`config.mk`:
```
export PLATFORM = sky130hd
export DESIGN_NAME = trigger_xbar
export DESIGN_NICKNAME = d
export VERILOG_FILES = /design/src/verilog/trigger_xbar_pkg.sv /design/src/verilog/trigger_config_regs.sv /design/src/verilog/trigger_input_stage.sv /design/src/verilog/trigger_route.sv /design/src/verilog/trigger_xbar.sv
export SDC_FILE = /design/constraint.sdc
export NUM_CORES = 1
export LEC_CHECK = 0
export ABC_CLOCK_PERIOD_IN_PS = 1900
export BUFFER_PORTS_ARGS = -buffer_cell sky130_fd_sc_hd__buf_4
export CORE_MARGIN = 2
export CORE_UTILIZATION = 40
export DETAILED_ROUTE_END_ITERATION = 10
export GPL_TIMING_DRIVEN = 1
export HOLD_SLACK_MARGIN = 0.06
export PLACE_DENSITY = 0.69
export SLEW_MARGIN = 20
export SYNTH_ARGS = -nofsm -noshare
export SYNTH_HDL_FRONTEND = slang
export SYNTH_SLANG_ARGS = --single-unit
```
`constraint.sdc`:
```
create_clock -name clk -period 1.9 [get_ports clk]
set_clock_uncertainty 0.1 [all_clocks]
set_input_delay 0.19 -clock clk [delete_from_list [all_inputs] [get_ports clk]]
set_output_delay 0.19 -clock clk [all_outputs]
set_load 0.005 [all_outputs]
```
`src/verilog/trigger_xbar_pkg.sv`:
```
`default_nettype none

package trigger_xbar_pkg;

	// register bus widths
	localparam int REG_ADDR_W = 6;
	localparam int REG_DATA_W = 32;

	// source select width and register slots per side
	localparam int SEL_W     = 4;
	localparam int MAX_LINKS = 16;

	// register map, word addresses
	localparam int ADDR_OUT_BASE   = 0;
	localparam int ADDR_IN_BASE    = 16;
	localparam int ADDR_CTRL       = 32;
	localparam int ADDR_N_INPUTS   = 33;
	localparam int ADDR_N_OUTPUTS  = 34;
	localparam int ADDR_N_EXTERNAL = 35;
	localparam int ADDR_VERSION    = 63;

	// field positions inside a link register
	localparam int FLD_SEL_LSB   = 0;
	localparam int FLD_DIR       = 8;
	localparam int FLD_FORCE_EN  = 16;
	localparam int FLD_FORCE_VAL = 17;
	localparam int FLD_CURRENT   = 24;

	// control register, transceiver enable (active low)
	localparam int FLD_OE_BAR = 0;

	// version 1.0.0 as 0001.00.00
	localparam logic [REG_DATA_W-1:0] BLOCK_VERSION = 32'h0001_0000;

endpackage

`default_nettype wire
```
`src/verilog/trigger_config_regs.sv`:
```
`timescale 1ns/1ns
`default_nettype none

module trigger_config_regs import trigger_xbar_pkg::*; #(
	parameter int N_INPUTS   = 6,
	parameter int N_OUTPUTS  = 9,
	parameter int N_EXTERNAL = 4
) (
	input  wire logic                                clk,
	input  wire logic                                reset,
	input  wire logic                                reg_req,
	input  wire logic                                reg_we,
	input  wire logic [REG_ADDR_W-1:0]               reg_addr,
	input  wire logic [REG_DATA_W-1:0]               reg_wdata,
	input  wire logic [N_INPUTS-1:0]                 src_value,
	input  wire logic [N_OUTPUTS-1:0]                trigger_outputs,
	output logic                                     reg_ack,
	output logic      [REG_DATA_W-1:0]               reg_rdata,
	output logic      [N_OUTPUTS-1:0][SEL_W-1:0]     out_select,
	output logic      [N_OUTPUTS-1:0]                out_force_en,
	output logic      [N_OUTPUTS-1:0]                out_force_val,
	output logic      [N_INPUTS-1:0]                 in_force_en,
	output logic      [N_INPUTS-1:0]                 in_force_val,
	output logic      [N_EXTERNAL-1:0]               trigger_dirs,
	output logic                                     output_enable_bar
);

	logic                  access;
	logic                  wr_en;
	logic                  rd_en;
	logic [REG_DATA_W-1:0] read_word;

	// counts must fit the register slots
	if (N_INPUTS > MAX_LINKS || N_OUTPUTS > MAX_LINKS) begin : g_count_check
		$error("trigger_config_regs: more links than register slots");
	end
	if (N_EXTERNAL > N_OUTPUTS) begin : g_ext_check
		$error("trigger_config_regs: N_EXTERNAL exceeds N_OUTPUTS");
	end

	// power-up routing of the tester board
	function automatic logic [SEL_W-1:0] default_select(input int dest);
		case (dest)
			0, 1, 2, 3, 4: return SEL_W'(5);
			5: return SEL_W'(1);
			6: return SEL_W'(2);
			7: return SEL_W'(3);
			default: return SEL_W'(0);
		endcase
	endfunction

	// new request seen while ack is still low
	assign access = reg_req && !reg_ack;
	assign wr_en  = access && reg_we;
	assign rd_en  = access && !reg_we;

	// four-phase slave, ack follows req by one edge
	always_ff @(posedge clk) begin
		if (reset) begin
			reg_ack <= 1'b0;
		end else if (access) begin
			reg_ack <= 1'b1;
		end else if (!reg_req) begin
			reg_ack <= 1'b0;
		end
	end

	always_ff @(posedge clk) begin
		if (rd_en) begin
			reg_rdata <= read_word;
		end
	end

	always_ff @(posedge clk) begin
		if (reset) begin
			for (int i = 0; i < N_OUTPUTS; i++) begin
				out_select[i] <= default_select(i);
			end
			out_force_en      <= '0;
			out_force_val     <= '0;
			in_force_en       <= '0;
			in_force_val      <= '0;
			trigger_dirs      <= '1;
			output_enable_bar <= 1'b1;
		end else if (wr_en) begin
			for (int i = 0; i < N_OUTPUTS; i++) begin
				if (reg_addr == REG_ADDR_W'(ADDR_OUT_BASE + i)) begin
					out_select[i]    <= reg_wdata[FLD_SEL_LSB +: SEL_W];
					out_force_en[i]  <= reg_wdata[FLD_FORCE_EN];
					out_force_val[i] <= reg_wdata[FLD_FORCE_VAL];
				end
			end
			// only the external pins have a direction
			for (int i = 0; i < N_EXTERNAL; i++) begin
				if (reg_addr == REG_ADDR_W'(ADDR_OUT_BASE + i)) begin
					trigger_dirs[i] <= reg_wdata[FLD_DIR];
				end
			end
			for (int i = 0; i < N_INPUTS; i++) begin
				if (reg_addr == REG_ADDR_W'(ADDR_IN_BASE + i)) begin
					in_force_en[i]  <= reg_wdata[FLD_FORCE_EN];
					in_force_val[i] <= reg_wdata[FLD_FORCE_VAL];
				end
			end
			if (reg_addr == REG_ADDR_W'(ADDR_CTRL)) begin
				output_enable_bar <= reg_wdata[FLD_OE_BAR];
			end
		end
	end

	// readback word, unused addresses and bits stay 0
	always_comb begin
		read_word = '0;
		for (int i = 0; i < N_OUTPUTS; i++) begin
			if (reg_addr == REG_ADDR_W'(ADDR_OUT_BASE + i)) begin
				read_word[FLD_SEL_LSB +: SEL_W] = out_select[i];
				read_word[FLD_FORCE_EN]         = out_force_en[i];
				read_word[FLD_FORCE_VAL]        = out_force_val[i];
				read_word[FLD_CURRENT]          = trigger_outputs[i];
			end
		end
		for (int i = 0; i < N_EXTERNAL; i++) begin
			if (reg_addr == REG_ADDR_W'(ADDR_OUT_BASE + i)) begin
				read_word[FLD_DIR] = trigger_dirs[i];
			end
		end
		for (int i = 0; i < N_INPUTS; i++) begin
			if (reg_addr == REG_ADDR_W'(ADDR_IN_BASE + i)) begin
				read_word[FLD_FORCE_EN]  = in_force_en[i];
				read_word[FLD_FORCE_VAL] = in_force_val[i];
				read_word[FLD_CURRENT]   = src_value[i];
			end
		end
		case (reg_addr)
			REG_ADDR_W'(ADDR_CTRL):       read_word[FLD_OE_BAR] = output_enable_bar;
			REG_ADDR_W'(ADDR_N_INPUTS):   read_word = REG_DATA_W'(N_INPUTS);
			REG_ADDR_W'(ADDR_N_OUTPUTS):  read_word = REG_DATA_W'(N_OUTPUTS);
			REG_ADDR_W'(ADDR_N_EXTERNAL): read_word = REG_DATA_W'(N_EXTERNAL);
			REG_ADDR_W'(ADDR_VERSION):    read_word = BLOCK_VERSION;
			default: ;
		endcase
	end

endmodule

`default_nettype wire

```
`src/verilog/trigger_input_stage.sv`:
```
`timescale 1ns/1ns
`default_nettype none

module trigger_input_stage #(
	parameter int N_INPUTS = 6
) (
	input  wire logic                clk,
	input  wire logic                reset,
	input  wire logic [N_INPUTS-1:0] trigger_inputs,
	input  wire logic [N_INPUTS-1:0] in_force_en,
	input  wire logic [N_INPUTS-1:0] in_force_val,
	output logic      [N_INPUTS-1:0] src_value
);

	logic [N_INPUTS-1:0] sync_meta;
	logic [N_INPUTS-1:0] sync_q;

	// two flops per source, the sources are asynchronous
	always_ff @(posedge clk) begin
		if (reset) begin
			sync_meta <= '0;
			sync_q    <= '0;
		end else begin
			sync_meta <= trigger_inputs;
			sync_q    <= sync_meta;
		end
	end

	// forced sources ignore the pin
	always_comb begin
		for (int i = 0; i < N_INPUTS; i++) begin
			if (in_force_en[i]) begin
				src_value[i] = in_force_val[i];
			end else begin
				src_value[i] = sync_q[i];
			end
		end
	end

endmodule

`default_nettype wire

```
`src/verilog/trigger_route.sv`:
```
`timescale 1ns/1ns
`default_nettype none

module trigger_route import trigger_xbar_pkg::*; #(
	parameter int N_INPUTS  = 6,
	parameter int N_OUTPUTS = 9
) (
	input  wire logic                            clk,
	input  wire logic                            reset,
	input  wire logic [N_INPUTS-1:0]             src_value,
	input  wire logic [N_OUTPUTS-1:0][SEL_W-1:0] out_select,
	input  wire logic [N_OUTPUTS-1:0]            out_force_en,
	input  wire logic [N_OUTPUTS-1:0]            out_force_val,
	output logic      [N_OUTPUTS-1:0]            trigger_outputs
);

	logic [N_OUTPUTS-1:0] route_next;

	// one mux per destination, a source may feed several of them
	always_comb begin
		for (int i = 0; i < N_OUTPUTS; i++) begin
			// selects past the last source give 0
			route_next[i] = 1'b0;
			for (int j = 0; j < N_INPUTS; j++) begin
				if (out_select[i] == SEL_W'(j)) begin
					route_next[i] = src_value[j];
				end
			end
			if (out_force_en[i]) begin
				route_next[i] = out_force_val[i];
			end
		end
	end

	// output register, last of the three stages
	always_ff @(posedge clk) begin
		if (reset) begin
			trigger_outputs <= '0;
		end else begin
			trigger_outputs <= route_next;
		end
	end

endmodule

`default_nettype wire

```
`src/verilog/trigger_xbar.sv`:
```
`timescale 1ns/1ns
`default_nettype none

module trigger_xbar import trigger_xbar_pkg::*; #(
	parameter int N_INPUTS   = 6,
	parameter int N_OUTPUTS  = 9,
	parameter int N_EXTERNAL = 4
) (
	input  wire logic                  clk,
	input  wire logic                  reset,
	input  wire logic [N_INPUTS-1:0]   trigger_inputs,
	output logic      [N_OUTPUTS-1:0]  trigger_outputs,
	output logic      [N_EXTERNAL-1:0] trigger_dirs,
	output logic                       output_enable_bar,
	input  wire logic                  reg_req,
	input  wire logic                  reg_we,
	input  wire logic [REG_ADDR_W-1:0] reg_addr,
	input  wire logic [REG_DATA_W-1:0] reg_wdata,
	output logic                       reg_ack,
	output logic      [REG_DATA_W-1:0] reg_rdata
);

	logic [N_INPUTS-1:0]             src_value;
	logic [N_INPUTS-1:0]             in_force_en;
	logic [N_INPUTS-1:0]             in_force_val;
	logic [N_OUTPUTS-1:0][SEL_W-1:0] out_select;
	logic [N_OUTPUTS-1:0]            out_force_en;
	logic [N_OUTPUTS-1:0]            out_force_val;

	trigger_config_regs #(
		.N_INPUTS(N_INPUTS),
		.N_OUTPUTS(N_OUTPUTS),
		.N_EXTERNAL(N_EXTERNAL)
	) u_regs (
		.clk(clk),
		.reset(reset),
		.reg_req(reg_req),
		.reg_we(reg_we),
		.reg_addr(reg_addr),
		.reg_wdata(reg_wdata),
		.src_value(src_value),
		.trigger_outputs(trigger_outputs),
		.reg_ack(reg_ack),
		.reg_rdata(reg_rdata),
		.out_select(out_select),
		.out_force_en(out_force_en),
		.out_force_val(out_force_val),
		.in_force_en(in_force_en),
		.in_force_val(in_force_val),
		.trigger_dirs(trigger_dirs),
		.output_enable_bar(output_enable_bar)
	);

	// synchronized and possibly forced sources
	trigger_input_stage #(
		.N_INPUTS(N_INPUTS)
	) u_input (
		.clk(clk),
		.reset(reset),
		.trigger_inputs(trigger_inputs),
		.in_force_en(in_force_en),
		.in_force_val(in_force_val),
		.src_value(src_value)
	);

	trigger_route #(
		.N_INPUTS(N_INPUTS),
		.N_OUTPUTS(N_OUTPUTS)
	) u_route (
		.clk(clk),
		.reset(reset),
		.src_value(src_value),
		.out_select(out_select),
		.out_force_en(out_force_en),
		.out_force_val(out_force_val),
		.trigger_outputs(trigger_outputs)
	);

endmodule

`default_nettype wire

```
==> flow_results.org <==
** Power
- IR drop worst, VDD :: a little over 0.0004 V
- Reported leakage power :: 0.002480 uW
- Power per cell area :: 698.7 nW/um^2

** Floorplan
- Chip Width :: 118.6 um
- Initial cell density of the core :: 41.29%
- Measured along the y axis, the die boundary spans 118.6 um.
- The die covers about 14000 sq um.
- Row generation in the floorplan step produced about 40 rows.
- IO Count :: 95
- The core region is between 10000 and 15000 sq um.

** Synth
- Combinational family with the most area after synthesis :: simple AND/OR/NAND/NOR gates
- Unique masters post-synth :: 57
- The synthesized netlist devotes 11.86% of its cell area to compound gates.
- Sequential cells were found to cover 40.02% of the synthesized design area.
- The synthesized netlist devotes 0% of its cell area to XOR and XNOR gates.
- Seq cells post-synth :: slightly above 100
- Synthesis produced 546 cells.
- Simple-gate share of the synthesized area :: 20.89%
- YS warnings :: 0
- Mux share of post-synthesis cell area :: roughly a fifth
- After synthesis, the share of flip-flops with an asynchronous set or reset is 0%.
- Main synth FF type :: sky130_fd_sc_hd__dfxtp_1
- Summing the areas of all fa, ha and maj instances in the mapped netlist gives 0% of the synthesized area.
- Post-Synthesis Mean Instance Area :: 9.620 sq um
- Combined area of all synthesized cells :: 5253 sq um
- The synthesized design contains 8 enable-type register cells.

** Worst setup path
- Setup crit end kind :: flop
- Cell family with most CP delay :: compound AO/OA/AOI/OAI gates
- Req. time, crit path :: 1870 ps
- In this run the worst path has a maximum fanout of 3.
- Walking the worst path, the cells encountered are mux4_2, a22oi_1, a311o_1, o2111a_1, o22ai_1.
- Highest cell delay on the worst timing path :: 510 ps
- The worst setup path is launched from a flop.
- The worst setup path is of the reg -> reg kind.
- Total buffers and inverters traversed by the critical path :: 0
- At the worst endpoint, the arrival time is 1840 ps.
- Critical path's slowest cell :: sky130_fd_sc_hd__mux4_2

** Layout
- Layout Area Growth over Synthesis :: 21.30%
- Core Util, Final :: between 50% and 60%
- The post-route netlist has 24.29% of its cells at a drive strength greater than 1.
- The number of antenna diodes in the final layout is 0.
- Filler cells :: 1177
- The final layout contains 673 nets.
- After routing the design area is 6371 sq um.

** Timing
- Final Critical Period :: about 1900 ps
- Setup violations remaining at the end of the flow were counted as 0.
- Fmax achieved :: 536.0 MHz
- Of the available clock period, the critical path in the final layout requires 98.19%.
- The final number of max-transition violations was 0.
- Final worst-path setup slack :: ~34 ps
- At the pin with the least slew margin, the transition time is between 500 and 600 ps.
- Setup repair after global routing left no endpoint under its margin.
- Hold violation count in the final report :: 0
- In this run the tightest slew margin relative to its limit is 59.36%.

** Routing
- Average vias per placed instance :: 5.562
- Summing over every cut layer, the via total after detailed routing is 4461.
- TritonRoute pass-1 iters :: 5
- DRC Markers :: 0
- After detailed routing, the average wire length per cell comes to 17.59 um.
- The detailed router finished its first iteration with 492 violations.
- Post-detailed-routing wire length :: 14110 um
- Once detail routing completed, the nets flagged for antenna violations numbered 0.

** Placed design
- During placement, the flow inserted port buffers numbering 45.
- Final RePlAce weighted congestion :: 0.8882
- Worst slack after detailed placement :: -113.8 ps
- Detailed placement finished with a half-perimeter wire length of ~9900 um.
- Placed inst area :: 5967 sq um

** CTS
- Root buf cell :: sky130_fd_sc_hd__clkbuf_16
- The H-tree was split into 3 levels.
- After clock tree synthesis, the setup repair step added 0 buffers.
- Clock Path Buffers :: 2
- The clock net in this run drives a total of 101 sinks.
- Clock edge transition at the registers on the reported setup and hold paths :: 70 ps
- Total CTS buffers :: 9
- TritonCTS built the clock tree.
- Latest clock arrival within the worst-skew pair :: 350 ps

** Flow run
- Max-cap violations in this run came to 0.

** Global routing
- The first global-routing pass estimated 22410 um of wire.
- GRT Residual Overflow :: 0
- Total global routing track utilization :: around 20%
- Number of antenna violations at the first check in global routing :: 0
- The via count of the first global-routing pass is 4310.
- Largest net degree at the start of global routing :: 47

** Hold path
- The worst hold path belongs to the class in -> reg.

** Status
- Status :: complete, no violations
cell usage after synthesis (all sizes together), types with 4 or more instances:
master,n,area share [%]
a211o,16,2.7
a21oi,20,1.9
buf,39,5.0
clkbuf,20,1.4
dfxtp,93,35
edfxtp,8,4.6
inv,5,0.36
mux2,7,1.5
mux2i,54,10
mux4,20,8.6
nand2,51,3.8
nand2b,12,1.4
nand3,24,2.3
nand3b,4,0.57
nor2,54,4.9
nor2b,28,3.3
nor3,13,1.5
o21ai,35,3.3
routing by layer:
| metal | global-route usage (%) | part of all wire, % |
|---|---|---|
| met3 | 4.247 | 7.4 |
| met2 | 31.82 | 46 |
| met5 | 0 | 0 |
| met1 | 26.39 | 43 |
| met4 | 10.12 | 3.8 |
power by group:
| group | switching (uW) | internal [uW] | leakage (uW) |
|---|---|---|---|
| combinational | 247 | 194 | 0.00150 |
| sequential | 13.0 | 2170 | 0.000832 |
| clock | 814 | 1010 | 0.000148 |
| total | 1070 | 3380 | 0.00248 |
worst paths after layout:
check,from,to,slack (ps),cells after the start
worst max-delay path,u_regs.out_force_val[3],u_regs.reg_rdata[17],30,5
worst min-delay path,reg_wdata[0],u_regs.out_select[8],80,2
worst max register to register,u_regs.out_force_val[3],u_regs.reg_rdata[17],30,5
worst min register to register,u_input.sync_meta[0],u_input.sync_q[0],330,1
registers in the layout, indices dropped and copies added, names as in the netlist:
signal and flops:
u_regs.out_select 36, u_regs.out_force_en 9, u_regs.out_force_val 9, u_route.trigger_outputs 9
u_regs.reg_rdata 8, u_input.sync_meta 6, u_input.sync_q 6, u_regs.in_force_en 6
u_regs.in_force_val 6, u_regs.trigger_dirs 4, u_regs.output_enable_bar 1, u_regs.reg_ack 1
through the flow:
stage | TNS, ps | std cells | total power (uW) | hold WS [ps]
2_1_floorplan | 0 | 569 | 2504 | 207.9
3_3_place_gp | -544.6 | 777 | 2644 | 300.0
3_5_place_dp | -722.2 | 777 | 2650 | 304.8
4_1_cts | 0 | 802 | 4481 | 70.52
5_1_grt | 0 | 802 | 4602 | 81.22
6_report | 0 | 802 | 4452 | 82.93
layout make-up:
class	count	area (sq um)	area share (%)
Clock buffer	11	264.0	4.144
Clock inverter	5	38.79	0.6088
Inverter	5	18.77	0.2946
Multi-Input combinational cell	404	2892	45.38
Sequential cell	101	2102	32.99
Tap cell	172	215.2	3.378
Timing Repair Buffer	104	840.8	13.20
kinds of logic after synthesis:
logic type	count (synthesis)
buf+inv	64
simple gates	203
compound gates	96
mux	81
flops	101
other cells	1
placed cells by master, fill, tap and decap left out, types with 5 or more instances in the layout:
cell                             n
sky130_fd_sc_hd__nor2_1         48
sky130_fd_sc_hd__nand2b_1       12
sky130_fd_sc_hd__buf_4          92
sky130_fd_sc_hd__edfxtp_1        8
sky130_fd_sc_hd__nor3_1         12
sky130_fd_sc_hd__o21ai_0        31
sky130_fd_sc_hd__dlygate4sd3_1   9
sky130_fd_sc_hd__a211o_1        16
sky130_fd_sc_hd__inv_1           5
sky130_fd_sc_hd__clkbuf_16      10
sky130_fd_sc_hd__mux2_2          7
sky130_fd_sc_hd__mux4_2         20
sky130_fd_sc_hd__conb_1         24
sky130_fd_sc_hd__a21oi_1        20
sky130_fd_sc_hd__nor2b_1        28
sky130_fd_sc_hd__nand2_1        49
sky130_fd_sc_hd__nand3_1        23
sky130_fd_sc_hd__dfxtp_1        93
sky130_fd_sc_hd__mux2i_1        53
timing repair:
| item | in CTS | in global routing |
|---|---|---|
| hold buffers | 9 | 0 |
| endpoints found under the hold margin | 12 | 0 |
| gates resized for setup | 1 | 2 |
| setup endpoints to repair | 10 | 14 |
Power figures use the tool's default switching activity.
